## config.mk

```make
export PLATFORM = sky130hd
export DESIGN_NAME = fb_demo_top
export DESIGN_NICKNAME = d
export VERILOG_FILES = /design/src/gfx_pkg.sv /design/src/video_pkg.sv /design/src/pix_if.sv /design/src/display_timing.sv /design/src/render_rect.sv /design/src/bitmap_addr.sv /design/src/bram_sdp.sv /design/src/scanout.sv /design/src/fb_demo_top.sv
export SDC_FILE = /design/constraint.sdc
export NUM_CORES = 2
export LEC_CHECK = 0
export BUFFER_PORTS_ARGS = -buffer_cell sky130_fd_sc_hd__buf_2
export CORE_UTILIZATION = 50
export CTS_BUF_LIST = sky130_fd_sc_hd__clkbuf_8
export DETAILED_ROUTE_END_ITERATION = 6
export PLACE_DENSITY = 0.74
export SYNTH_ARGS = -nofsm -noshare
export SYNTH_HDL_FRONTEND = slang
export SYNTH_HIERARCHICAL = 1
export SYNTH_SLANG_ARGS = --single-unit
```

## constraint.sdc

```tcl
create_clock -name clk_sys -period 6.6 [get_ports clk_sys]
set_input_delay 0.99 -clock clk_sys [delete_from_list [all_inputs] [get_ports clk_sys]]
set_output_delay 0.99 -clock clk_sys [all_outputs]
set_load 0.05 [all_outputs]
```

## src/gfx_pkg.sv

```systemverilog
// drawing types shared by renderer, address stage and scanout
// import with gfx_pkg::* in the module header
package gfx_pkg;

    localparam int CORDW = 16;  // signed coordinate width
    localparam int CIDXW = 4;   // colour index width

    typedef logic signed [CORDW-1:0] coord_t;
    typedef logic [CIDXW-1:0] cidx_t;
    typedef logic [11:0] colr_t;  // 4 bits each, red on top

    // draw command opcodes
    typedef enum logic [1:0] {
        OP_CLEAR = 2'd0,  // whole buffer, coords ignored
        OP_RECT  = 2'd1,  // filled, corners inclusive
        OP_NOP   = 2'd2   // ack only
    } draw_op_e;

    // fixed 16 colour palette, index 0 is dark but not black
    localparam colr_t PALETTE [16] = '{
        12'h112, 12'h525, 12'hb35, 12'he75,
        12'hfc7, 12'hae7, 12'h3b6, 12'h277,
        12'h236, 12'h35c, 12'h4af, 12'h7ef,
        12'hfff, 12'h9bc, 12'h568, 12'h335
    };

endpackage

```

## src/video_pkg.sv

```systemverilog
// display timing and scanout definitions
// tiny raster so a frame simulates in about a thousand cycles
package video_pkg;

    // horizontal, in pixels
    localparam int H_ACTIVE = 32;
    localparam int H_TOTAL  = 40;  // 8 blanking

    // vertical, in lines
    localparam int V_ACTIVE = 24;
    localparam int V_TOTAL  = 28;  // 4 blanking

    // linebuffer fetch FSM
    typedef enum logic {
        LB_IDLE,  // waiting for a line pulse
        LB_FILL   // copying one buffer row
    } lb_state_e;

endpackage

```

## src/pix_if.sv

```systemverilog
// pixel stream from renderer to address stage
// one pixel per cycle while valid, no back-pressure
`timescale 1ns/1ps

interface pix_if import gfx_pkg::*; ();

    logic   valid;  // pixel present this cycle
    coord_t x;      // may be off the bitmap
    coord_t y;
    cidx_t  cidx;   // colour index

    modport src (output valid, output x, output y, output cidx);
    modport dst (input valid, input x, input y, input cidx);

endinterface

```

## src/display_timing.sv

```systemverilog
// screen position counters for the small raster in video_pkg
// de, line and frame are decoded from the registered position
`timescale 1ns/1ps

module display_timing import gfx_pkg::*, video_pkg::*; (
    input  logic   clk_sys,
    input  logic   rst_sys,
    output coord_t sx,     // horizontal position
    output coord_t sy,     // vertical position
    output logic   de,     // active area
    output logic   line,   // start of each line
    output logic   frame   // start of frame
);

    logic h_last;  // last pixel of a line
    logic v_last;  // last line of a frame

    always_comb begin
        h_last = (sx == coord_t'(H_TOTAL - 1));
        v_last = (sy == coord_t'(V_TOTAL - 1));
    end

    always_ff @(posedge clk_sys) begin
        if (rst_sys) begin
            sx <= '0;
            sy <= '0;
        end else if (h_last) begin
            sx <= '0;
            sy <= v_last ? '0 : sy + coord_t'(1);  // next line or wrap
        end else begin
            sx <= sx + coord_t'(1);
        end
    end

    // decode, no extra register stage
    always_comb begin
        de    = (sx < coord_t'(H_ACTIVE)) && (sy < coord_t'(V_ACTIVE));
        line  = (sx == '0);
        frame = (sx == '0) && (sy == '0);
    end

endmodule

```

## src/render_rect.sv

```systemverilog
// draw command engine, takes one command per four-phase req/ack
// walks rectangles and clears row-major onto the pixel stream
`timescale 1ns/1ps

module render_rect import gfx_pkg::*; #(
    parameter int FB_WIDTH  = 16,
    parameter int FB_HEIGHT = 12
) (
    input  logic     clk_sys,
    input  logic     rst_sys,
    input  logic     cmd_req,
    input  draw_op_e cmd_op,
    input  coord_t   cmd_x0,
    input  coord_t   cmd_y0,
    input  coord_t   cmd_x1,
    input  coord_t   cmd_y1,
    input  cidx_t    cmd_cidx,
    output logic     cmd_ack,
    pix_if.src       pix
);

    typedef enum logic [1:0] {
        IDLE,  // wait for cmd_req
        DRAW,  // one pixel per cycle
        ACK    // hold ack until req drops
    } state_e;

    state_e state;

    coord_t rx0;  // row start, reloaded at each row wrap
    coord_t rx1;  // row end
    coord_t ry1;  // last row

    // command as a rectangle, clear becomes the full buffer
    coord_t c_x0, c_y0, c_x1, c_y1;
    logic   c_empty;

    always_comb begin
        if (cmd_op == OP_CLEAR) begin
            c_x0 = '0;
            c_y0 = '0;
            c_x1 = coord_t'(FB_WIDTH - 1);
            c_y1 = coord_t'(FB_HEIGHT - 1);
        end else begin
            c_x0 = cmd_x0;
            c_y0 = cmd_y0;
            c_x1 = cmd_x1;
            c_y1 = cmd_y1;
        end
        c_empty = (cmd_op == OP_NOP) || (c_x1 < c_x0) || (c_y1 < c_y0);  // signed compare
    end

    always_ff @(posedge clk_sys) begin
        if (rst_sys) begin
            state     <= IDLE;
            cmd_ack   <= 1'b0;
            pix.valid <= 1'b0;
        end else begin
            case (state)
                IDLE: if (cmd_req) begin
                    rx0      <= c_x0;
                    rx1      <= c_x1;
                    ry1      <= c_y1;
                    pix.x    <= c_x0;  // first pixel out next cycle
                    pix.y    <= c_y0;
                    pix.cidx <= cmd_cidx;
                    if (c_empty) begin
                        state   <= ACK;  // nothing to draw
                        cmd_ack <= 1'b1;
                    end else begin
                        state     <= DRAW;
                        pix.valid <= 1'b1;
                    end
                end
                DRAW: begin
                    if (pix.x == rx1) begin
                        if (pix.y == ry1) begin  // last pixel on the bus now
                            pix.valid <= 1'b0;
                            cmd_ack   <= 1'b1;
                            state     <= ACK;
                        end else begin
                            pix.x <= rx0;  // next row
                            pix.y <= pix.y + coord_t'(1);
                        end
                    end else begin
                        pix.x <= pix.x + coord_t'(1);
                    end
                end
                ACK: if (!cmd_req) begin
                    cmd_ack <= 1'b0;  // handshake closes here
                    state   <= IDLE;
                end
                default: state <= IDLE;
            endcase
        end
    end

endmodule

```

## src/bitmap_addr.sv

```systemverilog
// maps stream coordinates to framebuffer addresses, two cycles
// off-bitmap pixels keep their slot in the pipe but never write
`timescale 1ns/1ps

module bitmap_addr import gfx_pkg::*; #(
    parameter int FB_WIDTH  = 16,
    parameter int FB_HEIGHT = 12,
    parameter int FB_ADDRW  = 8
) (
    input  logic                clk_sys,
    input  logic                rst_sys,
    pix_if.dst                  pix,
    output logic                we,
    output logic [FB_ADDRW-1:0] addr_write,
    output cidx_t               data_in
);

    // stage one
    logic                vld1;
    logic                clip1;     // outside the bitmap
    logic [FB_ADDRW-1:0] row_base;  // y * FB_WIDTH
    logic [FB_ADDRW-1:0] col1;
    cidx_t               cidx1;

    always_ff @(posedge clk_sys) begin
        if (rst_sys) begin
            vld1 <= 1'b0;
            we   <= 1'b0;
        end else begin
            vld1 <= pix.valid;
            we   <= vld1 && !clip1;  // stage two enable
        end
    end

    always_ff @(posedge clk_sys) begin
        clip1    <= (pix.x < 0) || (pix.x >= coord_t'(FB_WIDTH))
                 || (pix.y < 0) || (pix.y >= coord_t'(FB_HEIGHT));
        row_base <= FB_ADDRW'(pix.y * FB_WIDTH);  // junk when clipped
        col1     <= FB_ADDRW'(pix.x);
        cidx1    <= pix.cidx;
        // stage two, colour rides with its address
        addr_write <= row_base + col1;
        data_in    <= cidx1;
    end

endmodule

```

## src/bram_sdp.sv

```systemverilog
// simple dual-port memory, one write port and one read port
// read data appears the cycle after the address
`timescale 1ns/1ps

module bram_sdp #(
    parameter int WIDTH = 4,
    parameter int DEPTH = 192,
    parameter int ADDRW = 8
) (
    input  logic             clk_sys,
    input  logic             we,
    input  logic [ADDRW-1:0] addr_write,
    input  logic [WIDTH-1:0] data_in,
    input  logic [ADDRW-1:0] addr_read,
    output logic [WIDTH-1:0] data_out
);

    logic [WIDTH-1:0] mem [DEPTH];  // contents undefined until written

    always_ff @(posedge clk_sys) begin
        if (we) mem[addr_write] <= data_in;
        data_out <= mem[addr_read];  // registered read
    end

endmodule

```

## src/scanout.sv

```systemverilog
// framebuffer to video, fetches the next buffer row into a spare bank
// scales by FB_SCALE, looks up PALETTE and registers all video outputs
`timescale 1ns/1ps

module scanout import gfx_pkg::*, video_pkg::*; #(
    parameter int FB_WIDTH  = 16,
    parameter int FB_HEIGHT = 12,
    parameter int FB_SCALE  = 2,
    parameter int FB_ADDRW  = 8
) (
    input  logic                clk_sys,
    input  logic                rst_sys,
    input  coord_t              sx,
    input  coord_t              sy,
    input  logic                de,
    input  logic                line,
    input  logic                frame,
    input  cidx_t               data_out,   // from framebuffer
    output logic [FB_ADDRW-1:0] addr_read,
    output coord_t              vid_sx,
    output coord_t              vid_sy,
    output logic                vid_de,
    output logic                vid_frame,
    output logic [7:0]          vid_r,
    output logic [7:0]          vid_g,
    output logic [7:0]          vid_b
);

    localparam int LBW    = (FB_WIDTH > 1) ? $clog2(FB_WIDTH) : 1;
    localparam int AREA_W = FB_WIDTH * FB_SCALE;   // scaled size on screen
    localparam int AREA_H = FB_HEIGHT * FB_SCALE;

    cidx_t     lb [2][FB_WIDTH];  // two banks, one shown, one filling
    logic      bank_sel;          // bank on display
    logic      swap_pend;         // filled bank waits for next line
    lb_state_e lb_state;
    logic [LBW-1:0] rd_idx;       // entry of the address on addr_read
    logic [LBW-1:0] wr_idx;       // entry of data_out
    logic      rd_vld;

    // does the next screen line start a new buffer row
    coord_t              nl;
    logic                fetch;
    logic [FB_ADDRW-1:0] row_addr;

    always_comb begin
        nl       = (sy == coord_t'(V_TOTAL - 1)) ? '0 : sy + coord_t'(1);  // last line -> row 0
        fetch    = (nl < coord_t'(AREA_H)) && (nl % FB_SCALE == 0);
        row_addr = FB_ADDRW'((nl / FB_SCALE) * FB_WIDTH);
    end

    always_ff @(posedge clk_sys) begin
        if (rst_sys) begin
            lb_state  <= LB_IDLE;
            bank_sel  <= 1'b0;
            swap_pend <= 1'b0;
            rd_vld    <= 1'b0;
        end else begin
            rd_vld <= (lb_state == LB_FILL);  // bram read latency
            if (line) begin
                if (swap_pend) bank_sel <= ~bank_sel;
                swap_pend <= fetch;
            end
            case (lb_state)
                LB_IDLE: if (line && fetch) lb_state <= LB_FILL;
                LB_FILL: if (rd_idx == LBW'(FB_WIDTH - 1)) lb_state <= LB_IDLE;
                default: lb_state <= LB_IDLE;
            endcase
        end
    end

    // row address walk and bank fill, filling bank is never on display
    always_ff @(posedge clk_sys) begin
        if (line && fetch) begin
            addr_read <= row_addr;
            rd_idx    <= '0;
        end else if (lb_state == LB_FILL) begin
            addr_read <= addr_read + 1'b1;
            rd_idx    <= rd_idx + 1'b1;
        end
        wr_idx <= rd_idx;
        if (rd_vld) lb[~bank_sel][wr_idx] <= data_out;
    end

    // display side
    logic           in_area;
    logic [LBW-1:0] lb_x;
    logic           rd_bank;

    always_comb begin
        in_area = de && (sx < coord_t'(AREA_W)) && (sy < coord_t'(AREA_H));
        lb_x    = in_area ? LBW'(sx / FB_SCALE) : '0;  // keep index in range
        rd_bank = (line && swap_pend) ? ~bank_sel : bank_sel;  // swap lands this cycle
    end

    // stage one, linebuffer read
    cidx_t  p1_cidx;
    logic   p1_area, p1_de, p1_frame;
    coord_t p1_sx, p1_sy;

    always_ff @(posedge clk_sys) begin
        if (rst_sys) begin
            p1_de     <= 1'b0;
            p1_frame  <= 1'b0;
            vid_de    <= 1'b0;
            vid_frame <= 1'b0;
        end else begin
            p1_de     <= de;
            p1_frame  <= frame;
            vid_de    <= p1_de;
            vid_frame <= p1_frame;
        end
    end

    colr_t colr;  // black outside the scaled area
    always_comb colr = p1_area ? PALETTE[p1_cidx] : '0;

    always_ff @(posedge clk_sys) begin
        p1_cidx <= lb[rd_bank][lb_x];
        p1_area <= in_area;
        p1_sx   <= sx;
        p1_sy   <= sy;
        // stage two, palette and outputs together
        vid_sx <= p1_sx;
        vid_sy <= p1_sy;
        vid_r  <= {2{colr[11:8]}};  // 4 to 8 bits
        vid_g  <= {2{colr[7:4]}};
        vid_b  <= {2{colr[3:0]}};
    end

endmodule

```

## src/fb_demo_top.sv

```systemverilog
// framebuffer graphics top, draw commands in, video out
// buffer size and scale are set here and passed to every block
`timescale 1ns/1ps

module fb_demo_top import gfx_pkg::*; #(
    parameter int FB_WIDTH  = 16,
    parameter int FB_HEIGHT = 12,
    parameter int FB_SCALE  = 2
) (
    input  logic     clk_sys,
    input  logic     rst_sys,
    input  logic     cmd_req,
    input  draw_op_e cmd_op,
    input  coord_t   cmd_x0,
    input  coord_t   cmd_y0,
    input  coord_t   cmd_x1,
    input  coord_t   cmd_y1,
    input  cidx_t    cmd_cidx,
    output logic     cmd_ack,
    output coord_t   vid_sx,
    output coord_t   vid_sy,
    output logic     vid_de,
    output logic     vid_frame,
    output logic [7:0] vid_r,
    output logic [7:0] vid_g,
    output logic [7:0] vid_b
);

    localparam int FB_PIXELS = FB_WIDTH * FB_HEIGHT;
    localparam int FB_ADDRW  = $clog2(FB_PIXELS);

    coord_t sx, sy;
    logic   de, line, frame;

    display_timing display_timing_inst (
        .clk_sys, .rst_sys, .sx, .sy, .de, .line, .frame
    );

    pix_if pix ();  // renderer to address stage

    render_rect #(.FB_WIDTH(FB_WIDTH), .FB_HEIGHT(FB_HEIGHT)) render_rect_inst (
        .clk_sys, .rst_sys, .cmd_req, .cmd_op,
        .cmd_x0, .cmd_y0, .cmd_x1, .cmd_y1, .cmd_cidx,
        .cmd_ack, .pix(pix.src)
    );

    logic                we;
    logic [FB_ADDRW-1:0] addr_write, addr_read;
    cidx_t               data_in, data_out;

    bitmap_addr #(
        .FB_WIDTH(FB_WIDTH), .FB_HEIGHT(FB_HEIGHT), .FB_ADDRW(FB_ADDRW)
    ) bitmap_addr_inst (
        .clk_sys, .rst_sys, .pix(pix.dst), .we, .addr_write, .data_in
    );

    bram_sdp #(.WIDTH(CIDXW), .DEPTH(FB_PIXELS), .ADDRW(FB_ADDRW)) bram_sdp_inst (
        .clk_sys, .we, .addr_write, .data_in, .addr_read, .data_out
    );

    scanout #(
        .FB_WIDTH(FB_WIDTH), .FB_HEIGHT(FB_HEIGHT),
        .FB_SCALE(FB_SCALE), .FB_ADDRW(FB_ADDRW)
    ) scanout_inst (
        .clk_sys, .rst_sys, .sx, .sy, .de, .line, .frame, .data_out,
        .addr_read, .vid_sx, .vid_sy, .vid_de, .vid_frame,
        .vid_r, .vid_g, .vid_b
    );

endmodule

```

==> flow_metrics.env <==
export IMPL_p_leak_uw=0.0175
export IMPL_first_iter_violations=2503
export IMPL_drc=0
export IMPL_yosys_warnings=6
export IMPL_power_frac_comb_pct=10.6
export IMPL_clockPowerShare_pct=35.9
export IMPL_post_cts_buffers=0
export IMPL_vias_per_cell=5.82
export IMPL_reg2reg_slack_ns=2.37
export IMPL_fmaxAchievable_mhz=236
export IMPL_drt_first_pass_iters=5
export IMPL_r2r_end="scanout_inst/p1_cidx[0]$_DFF_P_"
export IMPL_crit_top_cell="buf_4"
export IMPL_end_kind="flip-flop"
export IMPL_setup_viol=0
export IMPL_final_common_cell="edfxtp_1"
export IMPL_worst_path_max_delay_cell="or4_2"
export IMPL_critical_path_max_stage_delay_ns=0.65
export IMPL_post_route_period_util_pct=64.1
export IMPL_h_tree_depth=4
export IMPL_critPathLaunchType="flip-flop"
export IMPL_power_density_nw_per_um2=301
export IMPL_clk_pin_slew_ns=0.06
export IMPL_worst_pin_slew_ns=1.26
export IMPL_ir_drop_mv=0.230
export IMPL_synth_nets=3045
export IMPL_p_sw_share_pct=26.3
export IMPL_place_hpwl_mm=63.9
export IMPL_cp_cell_sequence="or4_4 -> or4_2 -> nor3b_1 -> buf_4 -> nand2_1 -> xor2_4 -> buf_4 -> mux4_2 -> a21o_1 -> o21ai_0 -> o32ai_1"
export IMPL_clockBufferDepth=3
export IMPL_regToRegStartpoint="display_timing_inst/sx[7]$_SDFF_PP0_"
export IMPL_io_buffers=131
export IMPL_use_met1_pct=28.5
export IMPL_grt_overflow=0
export IMPL_routedWlPerCell_um=22.5
export IMPL_syn2layout_area_growth_pct=11.0
export IMPL_use_met3_pct=4.46
export IMPL_path_max_fanout=16
export IMPL_layout_drive_gt1_share_pct=21.0
export IMPL_fin_crit_ns=4.23
export IMPL_antenna_left=0
export IMPL_grt_util_met2_pct=35.7
export IMPL_synth_edf_count=984
export IMPL_die_y_um=309
export IMPL_fin_skew_ns=0.0674
export IMPL_clock_sinks=1156
export IMPL_power_switching_uw=4150
export IMPL_rsz0062_at_grt="no"
export IMPL_gp_congestion=0.876
export IMPL_finalHoldViolCount=0
export IMPL_synthFlopType="edfxtp_1"
export IMPL_power_frac_seq_pct=53.5
export IMPL_die_area_um2=95600
export IMPL_num_vias=26273
export IMPL_fill_cells=7194
export IMPL_yosysSeqAreaShare_pct=69.9
export IMPL_row_count=112
export IMPL_first_global_vias=26607
export IMPL_core_area_um2=93500
export IMPL_timing_worst_setup_path_type="reg2reg"
export IMPL_antenna_found_initial=1
export IMPL_io_pin_count=132
export IMPL_hold_path_depth=1
export IMPL_hold_slack_ns=0.297
export IMPL_grt_pass1_wl_mm=157
export IMPL_slew_headroom_pct=16.2
export IMPL_numCtsBuffers=180
export IMPL_outcome="completed"
export IMPL_hold_path_end="render_rect_inst/pix.cidx[0]$_DFFE_PP_"
export IMPL_p_int_uw=11600
export IMPL_grt_max_degree=120
export IMPL_synth_seq_cells=1156
export IMPL_busiest_layer="met2"
export IMPL_slew_viol_final=0
export IMPL_ctsHoldBuffers=0
export IMPL_final_cell_mix="edfxtp_1 (984), nor2_1 (326), mux4_2 (209)"
export IMPL_min_from="cmd_cidx[0]"
export IMPL_root_buffer="clkbuf_8"
export IMPL_wirelength_mm=102
export IMPL_cap_violations=0
export IMPL_yosysUniqueCellTypes=89
export IMPL_postSynth_asyncResetShare_pct=0
export IMPL_worst_ep_arrival_time_ns=4.96
export IMPL_layout_nets=3237
export IMPL_start_util_pct=50.5
export IMPL_cts_tree="built"
export IMPL_syn_inst=2914
export IMPL_ctsResizeCount=0
export IMPL_worstRegToRegCells=11
export IMPL_clk_latency_ns=0.89
export IMPL_die_w_um=309
export IMPL_tns_ns=0
export IMPL_netlist_area_um2=47200
export IMPL_critPathRequiredTime_ns=7.33
export IMPL_grt_usage_pct=21.8
export IMPL_synth_area_per_cell_um2=16.2
export IMPL_hold_path_class="in2reg"
-- worst max-delay path, delay by kind of cell (launching register included) --
family | cells | cell delay, ns
AO/OA/AOI/OAI | 3 | 0.55
flip-flops | 1 | 0.38
buffers and inverters | 2 | 0.60
XOR/XNOR | 1 | 0.45
AND/OR/NAND/NOR | 4 | 1.54
multiplexers | 1 | 0.55
-- through the flow --
stage               total power [µW]  worst slack, ns  utilization [%]  instance area, µm²  std cells
finish                         15800             2.37             56.0               52400       4516
global route                   16300             2.15             56.0               52400       4516
CTS                            15900             2.34             56.0               52400       4514
detailed placement             10300             2.38             52.4               48900       4178
global placement               10200             2.42             52.4               48900       4178
floorplan                       9820             2.42                -               47200       2914
-- worst max path at each step --
stage | from | end | cells after the start
2_1_floorplan | cmd_req | render_rect_inst/pix.x[0]$_DFFE_PP_ | 2
3_3_place_gp | display_timing_inst/sx[7]$_SDFF_PP0_ | scanout_inst/p1_cidx[0]$_DFF_P_ | 11
3_5_place_dp | display_timing_inst/sx[7]$_SDFF_PP0_ | scanout_inst/p1_cidx[0]$_DFF_P_ | 11
4_1_cts | display_timing_inst/sx[7]$_SDFF_PP0_ | scanout_inst/p1_cidx[0]$_DFF_P_ | 11
5_1_grt | display_timing_inst/sy[5]$_SDFFE_PP0N_ | scanout_inst/p1_cidx[2]$_DFF_P_ | 11
6_report | display_timing_inst/sx[7]$_SDFF_PP0_ | scanout_inst/p1_cidx[0]$_DFF_P_ | 11
-- sequential cells by signal (all words and copies together), names as in the netlist, 8 cells and up --
| name | count |
|---|---|
| scanout_inst/vid_sx | 16 |
| bram_sdp_inst/mem | 768 |
| scanout_inst/addr_read | 8 |
| render_rect_inst/pix.x | 16 |
| scanout_inst/p1_sx | 16 |
| render_rect_inst/pix.y | 16 |
| scanout_inst/lb | 128 |
| scanout_inst/vid_sy | 16 |
| bitmap_addr_inst/col1 | 8 |
| render_rect_inst/rx0 | 16 |
| display_timing_inst/sx | 16 |
| scanout_inst/p1_sy | 16 |
| render_rect_inst/ry1 | 16 |
| display_timing_inst/sy | 16 |
| bitmap_addr_inst/addr_write | 8 |
| render_rect_inst/rx1 | 16 |
-- per-layer routing --
| metal | wire, µm | vias up | part of all wire [%] |
|---|---|---|---|
| met5 | 146 | - | 0.14 |
| met4 | 3590 | 2 | 3.5 |
| met3 | 7270 | 245 | 7.1 |
| met2 | 50300 | 1109 | 49 |
| met1 | 40500 | 13137 | 40 |
| li1 | - | 11780 | - |
-- power groups by stage --
stage | registers [µW] | clock network, µW | logic, µW
3_5_place_dp | 8590 | 0 | 1680
2_1_floorplan | 8580 | 0 | 1240
4_1_cts | 8440 | 5740 | 1690
5_1_grt | 8470 | 6050 | 1800
3_3_place_gp | 8580 | 0 | 1660
6_report | 8440 | 5660 | 1670
-- Yosys cell counts, types with 37 or more instances --
| cell | n | share of area (%) |
|---|---|---|
| a21oi_1 | 63 | 0.67 |
| and2_1 | 37 | 0.49 |
| clkbuf_1 | 80 | 0.64 |
| dfxtp_1 | 172 | 7.3 |
| edfxtp_1 | 984 | 63 |
| ha_1 | 57 | 1.5 |
| inv_1 | 49 | 0.39 |
| mux2i_1 | 63 | 1.3 |
| mux4_2 | 209 | 10 |
| nand2_1 | 156 | 1.2 |
| nand3_1 | 85 | 0.90 |
| nor2_1 | 327 | 2.6 |
| o21ai_0 | 63 | 0.67 |
| xor2_1 | 63 | 1.2 |
-- final cells by class --
class,instances,area (µm²),area share [%]
flip-flops and latches,1156,33000,63.1
inverters,50,188,0.358
multi-input cells,1557,13300,25.3
diodes,2,5.00,0.00956
repair buffers,161,906,1.73
well taps,1254,1570,3.00
clock buffers,186,2560,4.89
clock inverters,150,853,1.63
-- logic make-up (layout without fill, tap and decap cells) --
family,count (synthesis),after routing,synth area share [%]
simple gates,803,803,8.24
compound gates,295,295,4.35
flops,1156,1156,69.9
xor+xnor,99,99,1.84
other cells,0,2,0
fa+ha+maj,58,58,1.55
mux,302,302,12.0
buf+inv,201,547,2.06
(Power assumes the default switching activity.)
